--- src/shadow_cfg.svh ---
`ifndef SHADOW_CFG_SVH
`define SHADOW_CFG_SVH

////////////////////
// widths

// csr data and irq vector width
`define SHADOW_XLEN             32

// retire order number carried with each record
`define SHADOW_ORDER_W          16

////////////////////
// pipeline

// IF, ID, EX and WB
`define SHADOW_PIPE_DEPTH       4

// memory accesses the core can have in flight
`define SHADOW_LSU_DEPTH        2

////////////////////
// csr map

`define SHADOW_CSR_MSTATUS      12'h300
`define SHADOW_CSR_MIE          12'h304
`define SHADOW_MSTATUS_MIE_BIT  3

`endif

--- src/shadow_pkg.sv ---
`include "shadow_cfg.svh"

package shadow_pkg;

    // one retired instruction as handed over by the model
    typedef struct packed {
        logic [`SHADOW_ORDER_W-1:0] order;
        logic [31:0]                insn;
        logic                       csr_we;
        logic [11:0]                csr_addr;
        logic [`SHADOW_XLEN-1:0]    csr_wdata;
        logic                       mem;
    } retire_rec_t;

    // stage register content
    typedef struct packed {
        retire_rec_t rec;
        logic        valid;
    } pipe_stage_t;

    // index into the irq vector
    typedef logic [4:0] irq_cause_t;

    // fill counter only has to reach depth-1
    typedef logic [$clog2(`SHADOW_PIPE_DEPTH)-1:0] fill_cnt_t;

    // outstanding accesses, zero up to the lsu depth
    typedef logic [$clog2(`SHADOW_LSU_DEPTH+1)-1:0] lsu_cnt_t;

endpackage

--- src/step_ctrl.sv ---
`timescale 1ns/10ps
`include "shadow_cfg.svh"

module step_ctrl (
    input  logic clk,
    input  logic rst_n,
    input  logic core_retire_i,
    input  logic flush_i,
    output logic step_o,
    output logic rec_ready_o,
    output logic pipe_full_o
);
    import shadow_pkg::*;

    localparam int FILL_STAGES = `SHADOW_PIPE_DEPTH - 1;

    fill_cnt_t fill_cnt_q;

    ////////////////////
    // fill tracking

    assign pipe_full_o = (fill_cnt_q == fill_cnt_t'(FILL_STAGES));

    // restart the fill after reset or any flush
    always_ff @(posedge clk or negedge rst_n) begin
        if (!rst_n) begin
            fill_cnt_q <= '0;
        end else if (flush_i) begin
            fill_cnt_q <= '0;
        end else if (!pipe_full_o) begin
            fill_cnt_q <= fill_cnt_q + 1'b1;
        end
    end

    ////////////////////
    // step generation

    // free running while filling, then one step per core retirement
    // nothing moves in the flush cycle, so flushed records cannot reach WB
    assign step_o = !flush_i && (!pipe_full_o || core_retire_i);

    // a record is only accepted when the pipeline moves
    assign rec_ready_o = step_o;

endmodule

--- src/shadow_pipe.sv ---
`timescale 1ns/10ps
`include "shadow_cfg.svh"

module shadow_pipe (
    input  logic                       clk,
    input  logic                       rst_n,
    input  logic                       step_i,
    input  logic                       flush_i,
    input  logic                       rec_valid_i,
    input  shadow_pkg::retire_rec_t    rec_i,
    output shadow_pkg::pipe_stage_t    id_ex_o,
    output shadow_pkg::pipe_stage_t    ex_wb_o,
    output logic                       out_valid_o,
    output logic [`SHADOW_ORDER_W-1:0] out_order_o,
    output logic [31:0]                out_insn_o
);
    import shadow_pkg::*;

    localparam int DEPTH  = `SHADOW_PIPE_DEPTH;
    localparam int STG_IF = 0;
    localparam int STG_ID = 1;
    localparam int STG_WB = DEPTH - 1;
    localparam int STG_EX = STG_WB - 1;

    logic [DEPTH-1:0] vld_q;
    retire_rec_t      rec_q [DEPTH];

    ////////////////////
    // stage valids

    always_ff @(posedge clk or negedge rst_n) begin
        if (!rst_n) begin
            vld_q <= '0;
        end else begin
            // flush only hits the front stages
            if (flush_i) begin
                vld_q[STG_WB-1:0] <= '0;
            end else if (step_i) begin
                vld_q[STG_WB-1:0] <= {vld_q[STG_WB-2:0], rec_valid_i};
            end
            // wb valid lives for the one cycle after a step
            vld_q[STG_WB] <= step_i && vld_q[STG_EX];
        end
    end

    ////////////////////
    // stage payload

    // bubbles carry stale data and only the valid bit counts
    always_ff @(posedge clk or negedge rst_n) begin
        if (!rst_n) begin
            for (int i = 0; i < DEPTH; i++) begin
                rec_q[i] <= '0;
            end
        end else if (step_i) begin
            rec_q[STG_IF] <= rec_i;
            for (int i = 1; i < DEPTH; i++) begin
                rec_q[i] <= rec_q[i-1];
            end
        end
    end

    assign id_ex_o = '{rec: rec_q[STG_ID], valid: vld_q[STG_ID]};
    assign ex_wb_o = '{rec: rec_q[STG_EX], valid: vld_q[STG_EX]};

    assign out_valid_o = vld_q[STG_WB];
    assign out_order_o = rec_q[STG_WB].order;
    assign out_insn_o  = rec_q[STG_WB].insn;

    // a flushed EX record must never be stepped into WB
    a_no_step_on_flush: assert property (
        @(posedge clk) disable iff (!rst_n)
        flush_i |-> !step_i
    ) else $error("step_i high during a flush");

endmodule

--- src/csr_shadow.sv ---
`timescale 1ns/10ps
`include "shadow_cfg.svh"

module csr_shadow (
    input  logic                    clk,
    input  logic                    rst_n,
    input  logic                    step_i,
    input  logic                    intr_taken_i,
    input  shadow_pkg::pipe_stage_t ex_wb_i,
    output logic [`SHADOW_XLEN-1:0] mie_o,
    output logic                    intr_en_o
);

    logic csr_wr;
    logic mie_wr;
    logic gie_set;

    ////////////////////
    // csr decode

    // the ex_wb record is the one that retires at the next step
    assign csr_wr  = ex_wb_i.valid && ex_wb_i.rec.csr_we;
    assign mie_wr  = csr_wr && (ex_wb_i.rec.csr_addr == `SHADOW_CSR_MIE);
    assign gie_set = csr_wr && (ex_wb_i.rec.csr_addr == `SHADOW_CSR_MSTATUS)
                     && ex_wb_i.rec.csr_wdata[`SHADOW_MSTATUS_MIE_BIT];

    ////////////////////
    // shadow registers

    // mie as seen after writeback
    always_ff @(posedge clk or negedge rst_n) begin
        if (!rst_n) begin
            mie_o <= '0;
        end else if (step_i && mie_wr) begin
            mie_o <= ex_wb_i.rec.csr_wdata;
        end
    end

    // global enable, dropped again once an interrupt is taken
    // the trap entry clears mstatus.mie in the core as well
    always_ff @(posedge clk or negedge rst_n) begin
        if (!rst_n) begin
            intr_en_o <= 1'b0;
        end else if (intr_taken_i) begin
            intr_en_o <= 1'b0;
        end else if (step_i && gie_set) begin
            intr_en_o <= 1'b1;
        end
    end

endmodule

--- src/lsu_tracker.sv ---
`timescale 1ns/10ps
`include "shadow_cfg.svh"

module lsu_tracker (
    input  logic                    clk,
    input  logic                    rst_n,
    input  logic                    step_i,
    input  shadow_pkg::pipe_stage_t id_ex_i,
    input  logic                    mem_rsp_i,
    output logic                    lsu_idle_o
);
    import shadow_pkg::*;

    lsu_cnt_t cnt_q;
    logic     cnt_up;
    logic     cnt_down;

    // access is issued when a memory record steps into EX
    assign cnt_up   = step_i && id_ex_i.valid && id_ex_i.rec.mem;
    assign cnt_down = mem_rsp_i;

    always_ff @(posedge clk or negedge rst_n) begin
        if (!rst_n) begin
            cnt_q <= '0;
        end else begin
            case ({cnt_up, cnt_down})
                2'b10:   cnt_q <= cnt_q + 1'b1;
                2'b01:   cnt_q <= cnt_q - 1'b1;
                default: cnt_q <= cnt_q;
            endcase
        end
    end

    // interrupts wait until every access has completed
    assign lsu_idle_o = (cnt_q == '0);

    a_lsu_cnt_max: assert property (
        @(posedge clk) disable iff (!rst_n)
        cnt_q <= lsu_cnt_t'(`SHADOW_LSU_DEPTH)
    ) else $error("more memory accesses outstanding than the lsu allows");

    a_lsu_no_orphan_rsp: assert property (
        @(posedge clk) disable iff (!rst_n)
        mem_rsp_i |-> (cnt_q != '0)
    ) else $error("memory response without an outstanding access");

endmodule

--- src/irq_ctrl.sv ---
`timescale 1ns/10ps
`include "shadow_cfg.svh"

module irq_ctrl (
    input  logic                    clk,
    input  logic                    rst_n,
    input  logic [`SHADOW_XLEN-1:0] irq_i,
    input  logic [`SHADOW_XLEN-1:0] mie_i,
    input  logic                    intr_en_i,
    input  logic                    lsu_idle_i,
    input  logic                    pipe_full_i,
    output logic                    intr_taken_o,
    output shadow_pkg::irq_cause_t  intr_cause_o
);
    import shadow_pkg::*;

    logic [`SHADOW_XLEN-1:0] irq_q;
    logic [`SHADOW_XLEN-1:0] irq_qq;
    logic [`SHADOW_XLEN-1:0] irq_pend;
    logic                    take_d;
    irq_cause_t              cause_d;

    ////////////////////
    // irq synchroniser

    always_ff @(posedge clk or negedge rst_n) begin
        if (!rst_n) begin
            irq_q  <= '0;
            irq_qq <= '0;
        end else begin
            irq_q  <= irq_i;
            irq_qq <= irq_q;
        end
    end

    ////////////////////
    // take decision

    assign irq_pend = irq_qq & mie_i;

    // a pulse in flight blocks the next one and pipe_full drops after the flush
    assign take_d = (|irq_pend) && intr_en_i && lsu_idle_i && pipe_full_i
                    && !intr_taken_o;

    // lowest pending index wins
    always_comb begin
        cause_d = '0;
        for (int i = `SHADOW_XLEN - 1; i >= 0; i--) begin
            if (irq_pend[i]) begin
                cause_d = irq_cause_t'(i);
            end
        end
    end

    always_ff @(posedge clk or negedge rst_n) begin
        if (!rst_n) begin
            intr_taken_o <= 1'b0;
        end else begin
            intr_taken_o <= take_d;
        end
    end

    always_ff @(posedge clk or negedge rst_n) begin
        if (!rst_n) begin
            intr_cause_o <= '0;
        end else if (take_d) begin
            intr_cause_o <= cause_d;
        end
    end

endmodule

--- src/shadow_top.sv ---
`timescale 1ns/10ps
`include "shadow_cfg.svh"

module shadow_top (
    input  logic                       clk,
    input  logic                       rst_n,
    // upstream model
    input  logic                       rec_valid_i,
    output logic                       rec_ready_o,
    input  logic [`SHADOW_ORDER_W-1:0] rec_order_i,
    input  logic [31:0]                rec_insn_i,
    input  logic                       rec_csr_we_i,
    input  logic [11:0]                rec_csr_addr_i,
    input  logic [`SHADOW_XLEN-1:0]    rec_csr_wdata_i,
    input  logic                       rec_mem_i,
    // core side
    input  logic                       core_retire_i,
    input  logic                       mem_rsp_i,
    input  logic [`SHADOW_XLEN-1:0]    irq_i,
    // retire output
    output logic                       out_valid_o,
    output logic [`SHADOW_ORDER_W-1:0] out_order_o,
    output logic [31:0]                out_insn_o,
    // interrupt decision
    output logic                       intr_taken_o,
    output shadow_pkg::irq_cause_t     intr_cause_o
);
    import shadow_pkg::*;

    retire_rec_t             rec;
    pipe_stage_t             id_ex;
    pipe_stage_t             ex_wb;
    logic                    step;
    logic                    pipe_full;
    logic [`SHADOW_XLEN-1:0] mie;
    logic                    intr_en;
    logic                    lsu_idle;

    assign rec = '{
        order:     rec_order_i,
        insn:      rec_insn_i,
        csr_we:    rec_csr_we_i,
        csr_addr:  rec_csr_addr_i,
        csr_wdata: rec_csr_wdata_i,
        mem:       rec_mem_i
    };

    step_ctrl i_step (
        .clk           (clk),
        .rst_n         (rst_n),
        .core_retire_i (core_retire_i),
        .flush_i       (intr_taken_o),
        .step_o        (step),
        .rec_ready_o   (rec_ready_o),
        .pipe_full_o   (pipe_full)
    );

    // a taken interrupt flushes the front stages
    shadow_pipe i_pipe (
        .clk         (clk),
        .rst_n       (rst_n),
        .step_i      (step),
        .flush_i     (intr_taken_o),
        .rec_valid_i (rec_valid_i),
        .rec_i       (rec),
        .id_ex_o     (id_ex),
        .ex_wb_o     (ex_wb),
        .out_valid_o (out_valid_o),
        .out_order_o (out_order_o),
        .out_insn_o  (out_insn_o)
    );

    csr_shadow i_csr (
        .clk          (clk),
        .rst_n        (rst_n),
        .step_i       (step),
        .intr_taken_i (intr_taken_o),
        .ex_wb_i      (ex_wb),
        .mie_o        (mie),
        .intr_en_o    (intr_en)
    );

    lsu_tracker i_lsu (
        .clk        (clk),
        .rst_n      (rst_n),
        .step_i     (step),
        .id_ex_i    (id_ex),
        .mem_rsp_i  (mem_rsp_i),
        .lsu_idle_o (lsu_idle)
    );

    irq_ctrl i_irq (
        .clk          (clk),
        .rst_n        (rst_n),
        .irq_i        (irq_i),
        .mie_i        (mie),
        .intr_en_i    (intr_en),
        .lsu_idle_i   (lsu_idle),
        .pipe_full_i  (pipe_full),
        .intr_taken_o (intr_taken_o),
        .intr_cause_o (intr_cause_o)
    );

endmodule

--- config.mk ---
export PLATFORM = sky130hd
export DESIGN_NAME = shadow_top
export DESIGN_NICKNAME = d
export VERILOG_FILES = /design/src/shadow_pkg.sv /design/src/step_ctrl.sv /design/src/shadow_pipe.sv /design/src/csr_shadow.sv /design/src/lsu_tracker.sv /design/src/irq_ctrl.sv /design/src/shadow_top.sv
export VERILOG_INCLUDE_DIRS = /design/src /design/src/src
export SDC_FILE = /design/constraint.sdc
export NUM_CORES = 1
export LEC_CHECK = 0
export CAP_MARGIN = 25
export CORE_MARGIN = 2
export CORE_UTILIZATION = 45
export CTS_CLUSTER_SIZE = 28
export DETAILED_ROUTE_END_ITERATION = 8
export DONT_BUFFER_PORTS = 1
export PLACE_DENSITY_LB_ADDON = 0.15
export SYNTH_ARGS = -nofsm -noshare
export SYNTH_HDL_FRONTEND = slang
export SYNTH_SLANG_ARGS = --single-unit
export TNS_END_PERCENT = 30
--- constraint.sdc ---
create_clock -name clk -period 4.3 [get_ports clk]
set_clock_uncertainty 0.15 [all_clocks]
set_input_delay 0.645 -clock clk [delete_from_list [all_inputs] [get_ports clk]]
set_output_delay 0.645 -clock clk [all_outputs]
set_load 0.02 [all_outputs]
==> metrics.log <==
INFO  metric outcome = finished, violations left
INFO  metric violations = hold timing
INFO  metric timing.critical_path.max_delay_family = buffers and inverters
INFO  metric report.final.slew_viol_count = 0
INFO  metric fill_cells = 3,061
INFO  metric cts_buffers = 47
INFO  metric ir_worst_vdd = 0.000422 V
INFO  metric crit_arrival = 2.77 ns
INFO  metric path_class = reg2out
INFO  metric synthesized_flop_and_latch_total = 440
INFO  metric via_per_inst = 5.15
INFO  metric critical_path_peak_fanout = 139
INFO  metric final.hold.worst_slack = -0.371 ns
INFO  metric avgSynthCellArea = 16.3 um2
INFO  metric postSynth.topFlopCell = sky130_fd_sc_hd__dfrtp_1
INFO  metric cell_chain_of_the_critical_path = ha_1 > nor2b_1 > nor2_4 > buf_12 > buf_12
INFO  metric drive_gt1_share = 42.0%
INFO  metric report.final.setup_viol = 0
INFO  metric synth_edf_count = 0
INFO  metric cts.clk_slew.worst_paths = 0.06 ns
INFO  metric grt_antenna_before_repair = 9
INFO  metric detail_route.drc_violations = 0
INFO  metric design.die.area = 0.0384 mm2
INFO  metric leakage = 8.14 nW
INFO  metric count_of_cell_types_in_the_netlist = 44
INFO  metric timing.critical_path.buf_inv = 2
INFO  metric setup.reg_to_reg.worst_slack = 1.26 ns
INFO  metric wire_per_inst = 18.0 um
INFO  metric syn_nets = 1,151
INFO  metric dr_pass1_iterations = 6
INFO  metric yosys_warnings = 0
INFO  metric num_io_pins = 187
INFO  metric cpMaxStageDelayCell = sky130_fd_sc_hd__buf_12
INFO  metric cts-root-to-sink-buffers = 3
INFO  metric worst_r2r_startpoint = i_step.fill_cnt_q[0]
INFO  metric timing.fmax = 281 MHz
INFO  metric detailroute.via_count = 7,817
INFO  metric final.min_clock_period = 3.56 ns
INFO  metric slew_headroom = 44.1%
INFO  metric dp_hpwl = 15,900 um
INFO  metric cp-end-kind = output port
INFO  metric maxCapViolations = 0
INFO  metric path_common_cell = sky130_fd_sc_hd__buf_12
INFO  metric synth_sequential_area_ratio = 66.3%
INFO  metric chipWidth = 196 um
INFO  metric initial_core_util = 45.5%
INFO  metric worst_ep_required_time = 3.50 ns
INFO  metric gr-total-overflow = 0
INFO  metric powerDensity = 663 mW/mm2
INFO  metric core-area = 0.0364 mm2
INFO  metric placement.setup.worst_slack = 1.20 ns
INFO  metric fin_ws = 0.736 ns
INFO  metric reg2regPathDepth = 6
INFO  metric cts_tree = done
INFO  metric final_hold_viol_count = 440
INFO  metric final_nets = 1,147
INFO  metric die_height = 196 um
INFO  metric synth_area = 0.0166 mm2
INFO  metric layout.cells.most_common = sky130_fd_sc_hd__dfrtp_1
INFO  metric post-route-period-util = 82.9%
INFO  metric post_cts_buffers = 0
INFO  metric port_buffers = 0
INFO  metric seqCellArea = 0.0110 mm2
INFO  metric tns = 0 ns
INFO  metric post_cts_hold_buffer_count = 32
INFO  metric cts_resized = 0
INFO  metric netlist_instances = 1,018
INFO  metric ant_nets = 0
INFO  metric leading_cell_types_in_the_layout_fill_and_taps_excluded = 440 x sky130_fd_sc_hd__dfrtp_1, 330 x sky130_fd_sc_hd__mux2_2, 49 x sky130_fd_sc_hd__clkbuf_16, 32 x sky130_fd_sc_hd__dlygate4sd3_1, 30 x sky130_fd_sc_hd__mux2_4
INFO  metric syn2layout_area_growth = 11.8%
INFO  metric r2r_end = i_pipe.rec_q[312]
INFO  metric crit_path_max_incr_delay = 0.57 ns
INFO  metric timing.critical_path.from_type = flip-flop
INFO  metric globalplace.congestion = 0.794
INFO  metric p_total = 12.3 mW
INFO  metric dr.first_iter.drc_count = 347
INFO  metric hp-class = in2async
INFO  metric global_route_wire_length_before_repair = 44,500 um
INFO  metric pin_count_of_the_biggest_net_entering_global_routing = 441
INFO  metric area_occupied_by_multi_input_gates = 0.00498 mm2
INFO  metric clock_sink_count = 440
INFO  metric grt_use_total = 14.6%
INFO  metric totalWireLength = 27,300 um
INFO  metric clockRootBuffer = sky130_fd_sc_hd__clkbuf_16
INFO  metric tightestPinTransition = 0.839 ns
INFO  metric ys_async_sr_fraction = 100%
INFO  metric h_tree_depth = 2
INFO  metric worst_skew_pair.late_latency = 0.56 ns
INFO  metric placement_rows = 70
INFO  metric unrepaired_setup_endpoints_after_global_routing = false
INFO  metric via_count_of_the_first_global_routing_pass = 8,045
==> worst reg2reg max path, delay by kind of cell (launching register included) <==
family	cells	cell delay, ns
fa+ha+maj	1	0.26
buf+inv	2	1.31
simple gates	2	0.36
mux	1	0.46
flops	1	0.39
==> synthesized netlist by cell type (all sizes together), types with 2 or more instances <==
library cell | n | share of area, %
a21oi | 3 | 0.090
a221oi | 2 | 0.11
a22o | 5 | 0.26
a22oi | 16 | 0.72
a31oi | 3 | 0.11
a32o | 2 | 0.12
a32oi | 5 | 0.26
and2 | 3 | 0.11
buf | 89 | 3.5
dfrtp | 440 | 66
ha | 2 | 0.15
inv | 4 | 0.090
mux2 | 360 | 25
mux2i | 4 | 0.24
nand2 | 23 | 0.54
nand2b | 2 | 0.075
nand3 | 5 | 0.15
nand4 | 8 | 0.30
nor2 | 14 | 0.36
nor4 | 2 | 0.11
o211ai | 3 | 0.14
o21ai | 4 | 0.12
o22a | 2 | 0.11
xnor2 | 2 | 0.11
xor2 | 2 | 0.11
==> how the worst max path moves through the flow <==
stage | endpoint | cells after the start | slack (ns) | start
2_1_floorplan | i_lsu.cnt_q[1] | 10 | 1.92 | i_step.fill_cnt_q[0]
3_3_place_gp | i_pipe.ex_wb_o[30] | 6 | 1.21 | i_step.fill_cnt_q[0]
3_5_place_dp | i_pipe.rec_q[312] | 6 | 1.20 | i_step.fill_cnt_q[0]
4_1_cts | rec_ready_o | 5 | 0.61 | i_step.fill_cnt_q[0]
5_1_grt | rec_ready_o | 5 | 0.50 | i_step.fill_cnt_q[0]
6_report | rec_ready_o | 5 | 0.74 | i_step.fill_cnt_q[0]
==> flip-flops by register name, summed over array words and instances (netlist names) <==
| signal | count |
|---|---|
| i_pipe.id_ex_o | 94 |
| i_pipe.rec_q | 94 |
| i_pipe.ex_wb_o | 93 |
| i_csr.mie_o | 32 |
| i_irq.irq_q | 32 |
| i_irq.irq_qq | 32 |
| i_pipe.out_insn_o | 32 |
| i_pipe.out_order_o | 16 |
| i_irq.intr_cause_o | 5 |
| i_pipe.vld_q | 4 |
| i_lsu.cnt_q | 2 |
| i_step.fill_cnt_q | 2 |
| i_csr.intr_en_o | 1 |
| i_irq.intr_taken_o | 1 |
==> power by group <==
part	switching, mW	internal (mW)	leakage, nW
combinational	0.640	1.25	2.15
sequential	0.985	5.40	5.22
clock	1.58	2.45	0.767
total	3.20	9.10	8.14
==> cell families (layout without fill, tap and decap cells) <==
| logic type | after synthesis | count (layout) | share of synthesized area [%] |
|---|---|---|---|
| flops | 440 | 440 | 66.3 |
| mux | 364 | 364 | 25.3 |
| buf+inv | 93 | 123 | 3.61 |
| simple gates | 63 | 63 | 1.92 |
| compound gates | 52 | 52 | 2.41 |
| xor+xnor | 4 | 4 | 0.211 |
| fa+ha+maj | 2 | 2 | 0.151 |
| other cells | 0 | 3 | 0 |
==> layout make-up <==
type	count	area share, %
multi-input combinational	485	26.9
sequential	440	59.4
timing repair buffer	36	2.09
tap	468	3.16
clock buffer	72	7.67
inverter	4	0.0809
clock inverter	11	0.735
antenna	3	0.0405
==> per-layer routing <==
| metal | track usage, % | vias up | wire [um] |
|---|---|---|---|
| li1 | - | 3587 | - |
| met1 | 20.1 | 3973 | 12400 |
| met2 | 20.7 | 175 | 11900 |
| met3 | 5.55 | 68 | 2110 |
| met4 | 6.40 | 14 | 790 |
| met5 | 0 | - | 96 |
==> stage by stage <==
step,cell area [um2],std cells,hold slack (ns),util (%)
finish,18600,1519,-0.371,50.9
global route,18500,1516,-0.400,50.9
CTS,18500,1516,-0.412,50.9
detailed placement,16700,1401,0.185,45.7
global placement,16600,1400,0.183,45.7
floorplan,16600,1018,0.181,-
Power figures use the tool's default switching activity.
